[src/common/cache_pkg.sv]
package cache_pkg;

  // field widths
  localparam int ADDR_W = 32;
  localparam int WORD_W = 32;
  localparam int LINE_WORDS = 4;
  localparam int TAG_W = 22;
  localparam int INDEX_W = 6;
  localparam int WAY_W = 3;
  localparam int WORD_SEL_W = 2;
  localparam int COUNT_W = 16;

  // address split: tag 31..10, index 9..4, word 3..2
  localparam int TAG_LSB = 10;
  localparam int INDEX_LSB = 4;
  localparam int WORD_SEL_LSB = 2;

  // geometry
  localparam int NUM_WAYS = 8;
  localparam int NUM_SETS = 64;

  // queue depth doubles as initial request credits
  localparam int REQ_DEPTH = 4;
  localparam int RESP_CREDITS = 2;

  localparam int REQ_PTR_W = $clog2(REQ_DEPTH);
  localparam int REQ_CNT_W = $clog2(REQ_DEPTH + 1);
  localparam int RESP_CNT_W = $clog2(RESP_CREDITS + 1);

  typedef logic [ADDR_W-1:0] addr_t;
  typedef logic [WORD_W-1:0] word_t;
  typedef logic [LINE_WORDS*WORD_W-1:0] line_t;
  typedef logic [TAG_W-1:0] tag_t;
  typedef logic [INDEX_W-1:0] index_t;
  typedef logic [WAY_W-1:0] way_t;

  // 0..3 -> 1, 2, 4, 8 active ways starting at way 0
  typedef logic [1:0] way_mode_t;

  typedef logic [COUNT_W-1:0] count_t;

  typedef enum logic {
    IDLE,
    LOOKUP
  } ctrl_state_t;

endpackage

[src/logic/req_queue.sv]
module req_queue (
  input  logic                 clk,
  input  logic                 reset,
  input  logic                 in_valid,
  input  logic                 in_write,
  input  cache_pkg::way_mode_t in_ways,
  input  cache_pkg::addr_t     in_addr,
  input  cache_pkg::word_t     in_wdata,
  input  logic                 pop,
  output logic                 head_valid,
  output logic                 head_write,
  output cache_pkg::way_mode_t head_ways,
  output cache_pkg::addr_t     head_addr,
  output cache_pkg::word_t     head_wdata,
  output logic                 credit
);
  import cache_pkg::*;

  logic      write_mem [REQ_DEPTH];
  way_mode_t ways_mem  [REQ_DEPTH];
  addr_t     addr_mem  [REQ_DEPTH];
  word_t     wdata_mem [REQ_DEPTH];

  logic [REQ_PTR_W-1:0] wr_ptr;
  logic [REQ_PTR_W-1:0] rd_ptr;
  logic [REQ_CNT_W-1:0] count;

  function automatic logic [REQ_PTR_W-1:0] next_ptr(input logic [REQ_PTR_W-1:0] ptr);
    return (ptr == REQ_PTR_W'(REQ_DEPTH - 1)) ? '0 : ptr + REQ_PTR_W'(1);
  endfunction

  // no full check, the requester never pushes without a credit
  always_ff @(posedge clk)
  begin
    if (in_valid)
    begin
      write_mem[wr_ptr] <= in_write;
      ways_mem[wr_ptr]  <= in_ways;
      addr_mem[wr_ptr]  <= in_addr;
      wdata_mem[wr_ptr] <= in_wdata;
    end
  end

  always_ff @(posedge clk)
  begin
    if (!reset)
    begin
      wr_ptr <= '0;
      rd_ptr <= '0;
      count  <= '0;
      credit <= 1'b0;
    end
    else
    begin
      if (in_valid)
        wr_ptr <= next_ptr(wr_ptr);
      if (pop)
        rd_ptr <= next_ptr(rd_ptr);
      case ({in_valid, pop})
        2'b10:   count <= count + REQ_CNT_W'(1);
        2'b01:   count <= count - REQ_CNT_W'(1);
        default: count <= count;
      endcase
      // one credit back per entry taken
      credit <= pop;
    end
  end

  assign head_valid = (count != '0);
  assign head_write = write_mem[rd_ptr];
  assign head_ways  = ways_mem[rd_ptr];
  assign head_addr  = addr_mem[rd_ptr];
  assign head_wdata = wdata_mem[rd_ptr];

endmodule

[config.mk]
export PLATFORM = sky130hd
export DESIGN_NAME = req_queue
export DESIGN_NICKNAME = d
export VERILOG_FILES = /design/src/common/cache_pkg.sv /design/src/logic/req_queue.sv
export SDC_FILE = /design/constraint.sdc
export NUM_CORES = 1
export LEC_CHECK = 0
export BUFFER_PORTS_ARGS = -buffer_cell sky130_fd_sc_hd__buf_4
export CORE_MARGIN = 1.5
export CORE_UTILIZATION = 59
export CTS_BUF_LIST = sky130_fd_sc_hd__clkbuf_8
export DETAILED_ROUTE_END_ITERATION = 16
export GPL_ROUTABILITY_DRIVEN = 0
export HOLD_SLACK_MARGIN = 0.15
export PLACE_DENSITY = 0.82
export SETUP_SLACK_MARGIN = 0.4
export SLEW_MARGIN = 25
export SYNTH_ARGS = -nofsm -noshare
export SYNTH_HDL_FRONTEND = slang
export SYNTH_SLANG_ARGS = --single-unit
[constraint.sdc]
create_clock -name clk -period 3.12 [get_ports clk]
set_input_delay 0 -clock clk [delete_from_list [all_inputs] [get_ports clk]]
set_output_delay 0 -clock clk [all_outputs]
set_load 0.05 [all_outputs]
==> impl_metrics.tcl <==
set metrics [dict create \
    grtUsageMet2_pct 36.2 \
    placed_cell_area_sq_um 11400 \
    gr-total-overflow 0 \
    fmax_mhz 409 \
    postLayoutCellArea_sq_um 12900 \
    ant_nets 0 \
    cp-end-kind "output port" \
    fin_crit_sh_pct 78.3 \
    hold_viol 0 \
    outcome "finished clean" \
    yosysWarnings 0 \
    clkPwrFrac_pct 32.3 \
    drt_wl_total_microns 18600 \
    slew_headroom_pct 33.0 \
    path_buf_inv 2 \
    fp.coreArea_sq_um 16700 \
    remaining_drc_errors 0 \
    r2r_cells 2 \
    cts_max_level 2 \
    cts_sinks 278 \
    p_seq_share_pct 53.5 \
    vias 4891 \
    busiest_layer "met2" \
    antennaDiodeCount 0 \
    hold_depth 2 \
    cp.depth 3 \
    syn_area_per_cell_sq_um 25.6 \
    clk_pin_slew_ns 0.06 \
    pin_count 140 \
    viasPerCell 5.47 \
    syn_inst 398 \
    total_power_mw 8.11 \
    yosysTopAreaCell "edfxtp_1" \
    cp_top_family "flip-flops" \
    grtUsageTotal_pct 21.3 \
    grt_max_degree 68 \
    p_sw_share_pct 25.5 \
    drv_slew 0 \
    postCtsSetupRepairBufs 0 \
    start_kind "flop" \
    final_cell_count_no_fill 894 \
    power_density_nw_per_um2 629 \
    switchingPower_mw 2.07 \
    power_frac_comb_pct 14.2 \
    routedWlPerCell_microns 20.8 \
    n_fill_cell 918 \
    crit_arrival_ns 2.44 \
    cts_buffer_depth 3 \
    ys_seq_elements 278 \
    critPathKind "reg -> out" \
    antenna_found_initial 0 \
    cellLeakagePower_nw 4.46 \
    clk_latency_ns 0.51 \
    dp_hpwl_microns 10200 \
    path_cells "buf_4 -> mux4_2 -> buf_4" \
    grt_pass1_vias 5293 \
    final_nets 720 \
    rows 47 \
    maxCapViolCount 0 \
    firstDrtPassIters 5 \
    start_util_pct 61.0 \
    place_inst 745 \
    hp-class "in -> reg" \
    synthesis.area_sq_um 10200 \
    tritoncts.num_buffers 43 \
    critPathSlowestCell "dfxtp_4" \
    synth.yosys.seq_area_share_pct 81.0 \
    fin_util_pct 77.3 \
    intPower_mw 6.04 \
    synth.area.top_cells "edfxtp_1 79%, mux4_2 15%, dfxtp_1 2.0%, buf_12 0.79%, ha_1 0.74%" \
    dp_slack_ns 1.14 \
    register_area_sq_um 8260 \
    finalClockSkew_ns 0.0104 \
    multiInputGateArea_sq_um 1780 \
    crit_top_cell "buf_4" \
    synthDistinctLibCells 23 \
    grt_pass1_wl_microns 28500 \
    crit_path_max_incr_delay_ns 0.73 \
    use_met1_pct 27.6 \
    initialDrtViolationCount 289 \
    io_buffers 139 \
    rsz0062_at_grt "no" \
    syn-num-nets 476 \
    chipWidth_microns 134 \
    whs_ns 0.219 \
    worstMarginPinSlew_ns 1.00 \
    final.setup.tns_ns 0 \
    fin_ws_ns 0.677 \
    cts_root_buf "clkbuf_8" \
    drive_above_1_share_pct 39.8 \
    dieArea_sq_um 18100 \
    finalSetupViolCount 0 \
    ir_drop_uv 451 \
    die_y_microns 134 \
    critPathMaxFanout 29 \
    area_growth_syn_to_layout_pct 26.7 \
    timing.final.crit_period_ns 2.44 \
    cp_data_required_time_ns 3.12 \
    cts_tree "yes" \
    grtUsageMet3_pct 5.97 \
    synth_top_area_share_pct 79.0 \
]
-- placed cells by master, fill, tap and decap left out, types with 2 or more instances in the layout --
cell / n
o21ai_0: 2
edfxtp_1: 268
dfxtp_4: 2
buf_12: 3
or3_1: 2
ha_1: 6
mux2i_1: 2
and2_4: 4
and2_1: 3
clkbuf_8: 45
mux4_2: 67
inv_1: 13
nor3b_1: 2
nor2b_1: 4
dfxtp_1: 8
buf_4: 140
dlygate4sd3_1: 71
clkinv_1: 18
clkinv_2: 7
-- cells in the mapped netlist --
master,count
dfxtp_1,10
buf_6,1
fa_1,1
o21a_1,1
mux4_2,67
xnor2_1,1
edfxtp_1,268
a21boi_0,1
buf_2,4
ha_1,6
or3_1,2
buf_12,4
nor3b_1,2
buf_1,3
o21ai_0,2
mux2i_1,2
and2_1,7
nand2_1,1
inv_1,6
a21oi_1,1
xor2_1,1
nor2b_1,4
buf_4,3
-- registers in the layout (all words and copies together) (netlist names), named ones only --
name and flops:
addr_mem 128, wdata_mem 128, ways_mem 8, write_mem 4, count 3, rd_ptr 2
wr_ptr 2, credit 1
-- power by group through the flow --
stage,Clock [mW],Combinational [mW],Sequential [mW]
after CTS,2.69,1.15,4.34
after detailed placement,0,1.08,4.42
final,2.62,1.15,4.34
after global routing,2.83,1.21,4.35
after floorplan,0,0.769,4.37
after global placement,0,1.06,4.41
-- worst paths after layout --
check,end,from,slack [ns]
worst max register to register,wdata_mem[3][12],wr_ptr[0],1.28
worst max-delay path,head_addr[6],flop,0.68
worst min-delay path,addr_mem[2][17],in_addr[17],0.22
worst min register to register,count[2],count[2],0.54
-- area by class of cell --
class	count	share of cell area, %
Clock buffer	45	4.80
Clock inverter	32	0.999
Inverter	6	0.175
Multi-Input combinational cell	99	13.8
Sequential cell	278	64.0
Tap cell	220	2.13
Timing Repair Buffer	214	14.1
-- logic make-up after synthesis --
family	after synthesis	share of synthesized area, %
flops	278	81.0
mux	69	15.0
buf+inv	21	1.65
simple gates	16	0.982
fa+ha+maj	7	0.933
compound gates	5	0.295
xor+xnor	2	0.172
-- repair_timing --
item	4_1_cts	5_1_grt
gates resized for setup	0	0
hold buffers	71	0
endpoints found under the hold margin	303	0
-- layer usage --
metal | up-vias | wire length, microns
met1 | 2485 | 7550
met5 | - | 0
li1 | 2186 | -
met2 | 193 | 9530
met3 | 27 | 1280
met4 | 0 | 260
Note: power is estimated with default switching activity, not from simulation.
