## src/common/cache_pkg.sv

```systemverilog
package cache_pkg;

  // field widths
  localparam int ADDR_W = 32;
  localparam int WORD_W = 32;
  localparam int LINE_WORDS = 4;
  localparam int TAG_W = 22;
  localparam int INDEX_W = 6;
  localparam int WAY_W = 3;
  localparam int WORD_SEL_W = 2;
  localparam int COUNT_W = 16;

  // address split: tag 31..10, index 9..4, word 3..2
  localparam int TAG_LSB = 10;
  localparam int INDEX_LSB = 4;
  localparam int WORD_SEL_LSB = 2;

  // geometry
  localparam int NUM_WAYS = 8;
  localparam int NUM_SETS = 64;

  // queue depth doubles as initial request credits
  localparam int REQ_DEPTH = 4;
  localparam int RESP_CREDITS = 2;

  localparam int REQ_PTR_W = $clog2(REQ_DEPTH);
  localparam int REQ_CNT_W = $clog2(REQ_DEPTH + 1);
  localparam int RESP_CNT_W = $clog2(RESP_CREDITS + 1);

  typedef logic [ADDR_W-1:0] addr_t;
  typedef logic [WORD_W-1:0] word_t;
  typedef logic [LINE_WORDS*WORD_W-1:0] line_t;
  typedef logic [TAG_W-1:0] tag_t;
  typedef logic [INDEX_W-1:0] index_t;
  typedef logic [WAY_W-1:0] way_t;

  // 0..3 -> 1, 2, 4, 8 active ways starting at way 0
  typedef logic [1:0] way_mode_t;

  typedef logic [COUNT_W-1:0] count_t;

  typedef enum logic {
    IDLE,
    LOOKUP
  } ctrl_state_t;

endpackage

```

## src/cache/cache_ctrl.sv

```systemverilog
module cache_ctrl (
  input  logic                                       clk,
  input  logic                                       reset,
  input  logic                                       head_valid,
  input  logic                                       head_write,
  input  cache_pkg::way_mode_t                       head_ways,
  input  cache_pkg::addr_t                           head_addr,
  input  cache_pkg::word_t                           head_wdata,
  output logic                                       pop,
  input  logic                                       resp_credit,
  output logic                                       resp_valid,
  output logic                                       resp_hit,
  output cache_pkg::word_t                           resp_rdata,
  output cache_pkg::index_t                          rd_index,
  input  logic [cache_pkg::NUM_WAYS-1:0]             tag_rd_valid,
  input  cache_pkg::tag_t [cache_pkg::NUM_WAYS-1:0]  tag_rd_tags,
  input  cache_pkg::line_t [cache_pkg::NUM_WAYS-1:0] line_rd,
  output logic                                       tag_wr_en,
  output cache_pkg::way_t                            tag_wr_way,
  output cache_pkg::index_t                          tag_wr_index,
  output cache_pkg::tag_t                            tag_wr_tag,
  output logic                                       data_wr_en,
  output cache_pkg::way_t                            data_wr_way,
  output cache_pkg::index_t                          data_wr_index,
  output cache_pkg::line_t                           data_wr_line,
  output cache_pkg::count_t                          hit_count,
  output cache_pkg::count_t                          miss_count
);
  import cache_pkg::*;

  ctrl_state_t state;

  // request held through the lookup
  logic      req_write_q;
  way_mode_t req_ways_q;
  addr_t     req_addr_q;
  word_t     req_wdata_q;

  logic [RESP_CNT_W-1:0] resp_credits;
  way_t                  rr_ptr;

  tag_t                  req_tag;
  index_t                req_index;
  logic [WORD_SEL_W-1:0] word_sel;
  logic [NUM_WAYS-1:0]   hit_vec;
  logic [NUM_WAYS-1:0]   free_vec;
  way_t                  way_limit;
  way_t                  hit_way;
  way_t                  free_way;
  way_t                  victim_way;
  way_t                  sel_way;
  logic                  hit;
  line_t                 new_line;
  word_t                 sel_word;

  function automatic way_t lowest_way(input logic [NUM_WAYS-1:0] vec);
    way_t way;
    way = '0;
    for (int w = NUM_WAYS - 1; w >= 0; w--)
    begin
      if (vec[w])
        way = way_t'(w);
    end
    return way;
  endfunction

  // take a request only when its response can be sent
  assign pop      = (state == IDLE) && head_valid && (resp_credits != '0);
  assign rd_index = head_addr[INDEX_LSB +: INDEX_W];

  assign req_tag   = req_addr_q[TAG_LSB +: TAG_W];
  assign req_index = req_addr_q[INDEX_LSB +: INDEX_W];
  assign word_sel  = req_addr_q[WORD_SEL_LSB +: WORD_SEL_W];

  // highest active way number: 0, 1, 3 or 7
  assign way_limit = way_t'((1 << req_ways_q) - 1);

  always_comb
  begin
    for (int w = 0; w < NUM_WAYS; w++)
    begin
      hit_vec[w]  = (w <= int'(way_limit)) && tag_rd_valid[w] && (tag_rd_tags[w] == req_tag);
      free_vec[w] = (w <= int'(way_limit)) && !tag_rd_valid[w];
    end
  end

  assign hit        = |hit_vec;
  assign hit_way    = lowest_way(hit_vec);
  assign free_way   = lowest_way(free_vec);
  assign victim_way = (|free_vec) ? free_way : (rr_ptr & way_limit);
  assign sel_way    = hit ? hit_way : victim_way;

  // a fresh line is all zeros, a write then merges its word
  always_comb
  begin
    new_line = hit ? line_rd[sel_way] : '0;
    sel_word = '0;
    for (int i = 0; i < LINE_WORDS; i++)
    begin
      if (word_sel == WORD_SEL_W'(i))
      begin
        if (req_write_q)
          new_line[i*WORD_W +: WORD_W] = req_wdata_q;
        sel_word = new_line[i*WORD_W +: WORD_W];
      end
    end
  end

  assign tag_wr_en    = (state == LOOKUP) && !hit;
  assign tag_wr_way   = victim_way;
  assign tag_wr_index = req_index;
  assign tag_wr_tag   = req_tag;

  assign data_wr_en    = (state == LOOKUP) && (!hit || req_write_q);
  assign data_wr_way   = sel_way;
  assign data_wr_index = req_index;
  assign data_wr_line  = new_line;

  always_ff @(posedge clk)
  begin
    if (!reset)
    begin
      state        <= IDLE;
      resp_valid   <= 1'b0;
      resp_credits <= RESP_CNT_W'(RESP_CREDITS);
      rr_ptr       <= '0;
      hit_count    <= '0;
      miss_count   <= '0;
    end
    else
    begin
      resp_valid <= (state == LOOKUP);
      case (state)
        IDLE:
        begin
          if (pop)
            state <= LOOKUP;
        end
        LOOKUP:
        begin
          state <= IDLE;
          if (hit)
            hit_count <= hit_count + COUNT_W'(1);
          else
            miss_count <= miss_count + COUNT_W'(1);
          // pointer moves only when it picked the victim
          if (!hit && !(|free_vec))
            rr_ptr <= rr_ptr + WAY_W'(1);
        end
        default: state <= IDLE;
      endcase
      if ((state == LOOKUP) && !resp_credit)
        resp_credits <= resp_credits - RESP_CNT_W'(1);
      else if ((state != LOOKUP) && resp_credit)
        resp_credits <= resp_credits + RESP_CNT_W'(1);
    end
  end

  always_ff @(posedge clk)
  begin
    if (pop)
    begin
      req_write_q <= head_write;
      req_ways_q  <= head_ways;
      req_addr_q  <= head_addr;
      req_wdata_q <= head_wdata;
    end
    if (state == LOOKUP)
    begin
      resp_hit   <= hit;
      resp_rdata <= sel_word;
    end
  end

endmodule

```

## config.mk

```make
export PLATFORM = sky130hd
export DESIGN_NAME = cache_ctrl
export DESIGN_NICKNAME = d
export VERILOG_FILES = /design/src/common/cache_pkg.sv /design/src/cache/cache_ctrl.sv
export SDC_FILE = /design/constraint.sdc
export NUM_CORES = 1
export LEC_CHECK = 0
export BUFFER_PORTS_ARGS = -buffer_cell sky130_fd_sc_hd__buf_2
export CORE_AREA = 2 2 597 599
export CTS_CLUSTER_SIZE = 14
export DETAILED_ROUTE_END_ITERATION = 8
export DIE_AREA = 0 0 599 601
export PLACE_DENSITY = 0.32
export SYNTH_ARGS = -nofsm -noshare
export SYNTH_HDL_FRONTEND = slang
export SYNTH_SLANG_ARGS = --single-unit
```

## constraint.sdc

```tcl
create_clock -name clk -period 10.8 [get_ports clk]
set_clock_uncertainty 0.2 [all_clocks]
set_input_delay 0.54 -clock clk [delete_from_list [all_inputs] [get_ports clk]]
set_output_delay 0.54 -clock clk [all_outputs]
set_load 0.1 [all_outputs]
```

==> qor.txt, run 1 <==
Status - finished, violations left
Failing checks - antenna violations
Final hold slack - 0.0811 ns
Clock Latency Late Sink - 0.60 ns
Final Hold Vio Count - 0
Number of synthesized flops with an enable pin - 98
Tmin final - 8.34 ns
Cells after Synth - 2553
Final WS setup - 2.46 ns
Antenna-violating nets left - 2
Synth Flop Type - edfxtp_1
Fmax - 120 MHz
GR peak layer - met2
Die area - 360000 sq um
Pin count of the biggest net entering global routing - 71
Worst hold stages - 1
Synth Net Count - 3837
Commonest non-fill, non-tap cell in the layout - buf_2
Slew margin rel. - 16.0%
Met1 Usage GRT - 21.9%
Fin Setup TNS - 0 ns
Rows - 219
Synth Cell Area - 19100 sq um
Die width - 599 um
HP Start - head_addr[9]
DR WL/cell - 39.7 um
Fin crit share - 77.2%
WL final - 354000 um
Clock Path Buffers - 3
Post-Syn Area per Cell - 7.50 sq um
Peak VDD IR - 0.138 mV
Xor/xnor share of the synthesized area - 9.79%
Adder-Cell Fraction of Synth Area - 0.327%
Pleak - 0.0136 uW
Synthesis-to-finish area growth - 79.3%
Number of vias after detailed routing - 31.0k
Reg-to-Reg Start - req_addr_q[14]
Area share of the largest cell type after synthesis - 15.4%
CP endpoint kind - output port
Leading cell types in the layout, fill and taps excluded - buf_2, nand2_1, o21ai_0, mux2i_1, xnor2_1
Post-DR vias/cell - 3.47
Reg2reg end - resp_rdata[3]
Post-place setup slack - 2.99 ns
CP Launch Type - flop
Critical path peak fanout - 57
Global-route track usage on met3 - 5.54%
Distinct cell type count after synthesis - 82
Worst Tran Pin Value - 1.22 ns
Synth async-reset ratio - 0%
Multiplexer share of the synthesized area - 12.1%
Sequential area share after synthesis - 19.4%
Fraction of layout cells with a size suffix above 1 - 45.0%
Design area - 34300 sq um
Post-route DRC - 0
Worst r2r path cells - 13
Hold Crit Endpoint - req_addr_q[9]
IO Port Bufs - 1519
Critical path data arrival time - 7.60 ns
Largest cells by area after synthesis - edfxtp_1, nand2_1, mux2i_1
Synth Area in Compound Gates - 27.5%
Detailed Place HPWL - 311000 um
# Post-CTS Setup Buffers - 0
Initial DRC Count - 3759
Synth area leader - edfxtp_1
CTS H-Tree Depth - 4
Worst Setup SP - req_addr_q[14]
Final nets - 5278
GPL Wtd Cong - 0.964
Total gr overflow - 0
Crit Path Category - reg2out
Max-slew violation count - 0
Global-route wire length before repair - 419000 um
Max cap viols - 0
Post-Synth Simple-Gate Area - 23.5%
Total track usage - 18.9%
Flops & latches, synth - 137
Core Region - 354000 sq um
Largest family of logic cells by synthesized area - compound AO/OA/AOI/OAI gates
Die Y-Extent - 601 um
HP Class - in2reg
P per Cell Area - 93.0 nW/um^2
Post-layout util - 9.69%
Placement-stage cell area - 32600 sq um
Final setup violation count - 0
Met2 usage - 32.9%
Synth Warn # - 0
RSZ-0062 raised after global routing - false
Vias in the first global route - 29.5k
Clock transition at path regs - 0.10 ns
Initial Util - 5.41%
TritonCTS Buffers - 21
Reg2reg setup slack - 3.46 ns
Initial antenna violation count - 343
TritonCTS clock tree - built
CP Data Required Time - 10.06 ns
IO Pins - 1522
Iteration count of the initial detailed-routing pass - 9
Clk root buf - clkbuf_16
Filler instances - 41.9k
Sink Count - 137
## critical path: stages, from the launching register on
cell and delay (ns):
edfxtp_1 0.96, xnor2_1 0.19, nand2_1 0.28, or4_1 0.61, nor3_1 0.69, or4_1 0.45, or3_4 0.47, nand2_8 0.21
inv_8 0.48, buf_4 0.64, mux2_2 0.27, o211ai_1 0.09, o21ai_0 0.70, buf_2 0.61
## per-stage QoR
stage / total power, uW / instances
after global placement: 2370 / 8655
after global routing: 3320 / 8847
final: 3190 / 8936
after detailed placement: 2370 / 8658
after CTS: 3300 / 8755
after floorplan: 1450 / 2553
## flip-flops by register name, summed over array words and instances, names as in the netlist, 2 cells and up
| name | flops |
|---|---|
| req_wdata_q | 32 |
| resp_rdata | 32 |
| req_addr_q | 30 |
| hit_count | 16 |
| miss_count | 16 |
| rr_ptr | 3 |
| req_ways_q | 2 |
| resp_credits | 2 |
## cell type report
| type | count | area (sq um) | share of cell area [%] |
|---|---|---|---|
| clock buffer | 21 | 526 | 1.53 |
| clock inverter | 12 | 140 | 0.408 |
| timing repair buffer | 1693 | 9170 | 26.7 |
| tap | 4751 | 5940 | 17.3 |
| sequential | 137 | 3730 | 10.9 |
| multi-input combinational | 2130 | 14300 | 41.7 |
| inverter | 11 | 48.8 | 0.142 |
| antenna | 181 | 453 | 1.32 |
## timing repair
action	CTS	global route
endpoints found under the setup margin	0	0
gates resized for setup	0	0
hold buffers	64	0
hold endpoints to repair	64	0
## metal layers
layer  vias to the layer above  part of all wire (%)
met5                         -                  0.30
met4                       160                   3.8
met2                      2092                    49
met1                     15541                    38
met3                       630                   8.8
li1                      12621                     -
## synth_stat cells, types with 34 or more instances
cell and count:
o21ai_0 185, xor2_1 94, mux2i_1 158, xnor2_1 120, o21ai_1 39, nand4_1 35, edfxtp_1 98, clkbuf_1 157
a211o_1 34, nor2_1 61, mux2_2 45, a32oi_1 61, and2_1 39, nand2_1 500, dfxtp_1 39, o22ai_1 34
nand3_1 88, a21oi_1 99, buf_2 39, nor3_1 43, buf_4 58, a31oi_1 96
## how the worst max path moves through the flow
stage | endpoint | slack, ns | depth (start not counted)
3_3_place_gp | data_wr_line[97] | 2.97 | 14
5_1_grt | data_wr_line[28] | 2.30 | 13
3_5_place_dp | data_wr_line[1] | 2.99 | 14
4_1_cts | data_wr_line[1] | 2.30 | 14
6_report | data_wr_line[98] | 2.46 | 13
2_1_floorplan | req_addr_q[10] | 2.20 | 1
## power breakdown
group          switching, uW  total (uW)  leakage (uW)  internal [uW]
Combinational           1220        1680        0.0120            462
Clock                    412         841      0.000332            429
Sequential              64.9         671       0.00125            606
Total                   1690        3190        0.0136           1500
## cells by family (layout without fill, tap and decap cells)
family / Yosys count / after routing
simple gates: 923 / 923
compound gates: 769 / 769
buf+inv: 286 / 1737
mux: 219 / 219
xor+xnor: 214 / 214
flops: 137 / 137
fa+ha+maj: 5 / 5
other cells: 0 / 181
Power figures use the tool's default switching activity.
==> run 2: changes to the inputs <==
==> constraint.sdc (replaced) <==
create_clock -name clk -period 8.3 [get_ports clk]
set_clock_uncertainty 0.2 [all_clocks]
set_input_delay 0.415 -clock clk [delete_from_list [all_inputs] [get_ports clk]]
set_output_delay 0.415 -clock clk [all_outputs]
set_load 0.1 [all_outputs]
==> run 2 against run 1 <==
  * The flow now finishes without violations
  * Critical endpoint is now data_wr_line[74]
  * Cell count grew 0.30%
  * Sequential cell count is the same
  * Hold slack hardly changed
  * Sequential power grew 36%
  * Sequential share of layout area decreased by 0.22 points
  * Design area up 2.1%
  * Register-to-register slack worse by 2.1 ns
  * Clock power is 27% higher
  * Die area unchanged
  * Utilization is 0.20 points higher
  * Clock-buffer cell count increased by 2
  * Routed wire length is 0.13% lower
==> qor.txt, run 2 (synthesis results as in run 1) <==
Critical path data arrival time - 7.27 ns
Final nets - 5340
P per Cell Area - 120 nW/um^2
Die Y-Extent - 601 um
DR WL/cell - 39.5 um
Initial antenna violation count - 332
CP delay by family, top - compound AO/OA/AOI/OAI gates
Clock Latency Late Sink - 0.62 ns
CTS resizes - 0
Met2 usage - 32.9%
IO Port Bufs - 1519
Filler instances - 41.9k
Max-slew violation count - 0
Commonest non-fill, non-tap cell in the layout - buf_2
Crit path cell chain - buf_4 > xnor2_1 > or4bb_1 > nor4_1 > o211a_1 > o311a_4 > buf_4 > o21ai_0 > a311oi_1 > buf_4 > a21bo_2 > o21ai_0 > buf_2
Clk root buf - clkbuf_16
CP Launch Type - flop
Total gr overflow - 0
GPL Wtd Cong - 0.951
Max cap viols - 0
Final setup violation count - 0
Global-route track usage on met3 - 4.89%
Detailed Place HPWL - 310000 um
CP Data Required Time - 7.69 ns
Fraction of layout cells with a size suffix above 1 - 45.6%
IO Pins - 1522
Sink Count - 137
Fmax - 127 MHz
Biggest regs - req_wdata_q: 32 flops, resp_rdata: 32 flops, req_addr_q: 30 flops
WL final - 354000 um
Global-route wire length before repair - 418000 um
Multi-input gate area - 14300 sq um
HP Start - head_valid
Slew margin rel. - 20.0%
Vias in the first global route - 29.8k
Leading cell types in the layout, fill and taps excluded - buf_2, nand2_1, o21ai_0, mux2i_1, buf_4
Rows - 219
Fin crit share - 95.0%
Crit-path most repeated cell - buf_4
Status - complete, no violations
Final Hold Vio Count - 0
Worst Tran Pin Value - 1.19 ns
CP endpoint kind - output port
Reg area - 3730 sq um
Die width - 599 um
Met1 Usage GRT - 22.5%
Crit Path Category - reg2out
Fin Setup TNS - 0 ns
Core Region - 354000 sq um
Tmin final - 7.88 ns
CTS H-Tree Depth - 4
Worst Path Buf+Inv - 4
Critical path peak fanout - 26
HP Class - in2reg
Synthesis-to-finish area growth - 83.1%
Clock Path Buffers - 3
GR peak layer - met2
Post-DR vias/cell - 3.43
Clock transition at path regs - 0.10 ns
Post-route DRC - 0
Worst Setup SP - req_addr_q[18]
Reg-to-Reg Start - req_addr_q[18]
TritonCTS Buffers - 21
Crit-path slowest cell - a311oi_1
Total track usage - 18.9%
Initial DRC Count - 3412
Pleak - 0.0140 uW
Initial Util - 5.41%
TritonCTS clock tree - built
Antenna-violating nets left - 0
RSZ-0062 raised after global routing - false
Die area - 360000 sq um
Peak VDD IR - 0.157 mV
CP max stage delay - 0.98 ns
Number of vias after detailed routing - 30.7k
Pin count of the biggest net entering global routing - 66
Iteration count of the initial detailed-routing pass - 6
Post-layout util - 9.90%
-- run 2: repair_timing --
item                                   4_1_cts  5_1_grt
setup buffers                                0        0
hold buffers                                65        0
endpoints found under the hold margin       65        0
-- run 2: worst paths after layout --
check	to	depth (start not counted)	slack [ns]
setup / recovery	data_wr_line[74]	13	0.42
hold / removal	req_addr_q[7]	2	0.08
setup reg to reg	resp_rdata[10]	14	1.40
hold reg to reg	miss_count[15]	2	0.32
-- run 2: metal layers --
layer / vias up / wire length (um)
met5: - / 731
met4: 108 / 11500
met2: 1956 / 173000
met3: 571 / 26200
met1: 15390 / 142000
li1: 12689 / -
-- run 2: report_power, final --
part	switching, uW	internal, uW	total (uW)
Combinational	1580	650	2230
Sequential	122	789	912
Clock	517	557	1070
-- run 2: final cells by class --
type | instances | area share (%)
diodes | 146 | 1.04
clock buffers | 23 | 1.52
clock inverters | 10 | 0.346
inverters | 11 | 0.139
multi-input cells | 2130 | 40.8
flip-flops and latches | 137 | 10.6
well taps | 4751 | 17.0
repair buffers | 1755 | 28.5
-- run 2: per-stage QoR --
stage          setup WS, ns  power (uW)  hold slack [ns]  instance area, sq um  std cells
2_1_floorplan          1.03        1890            0.276                 19100       2553
3_3_place_gp          0.788        3190            0.283                 33400       8719
3_5_place_dp          0.873        3180            0.296                 33400       8719
4_1_cts               0.131        4340           0.0350                 34700       8817
5_1_grt               0.251        4390           0.0553                 34900       8896
6_report              0.418        4220           0.0814                 35000       8963
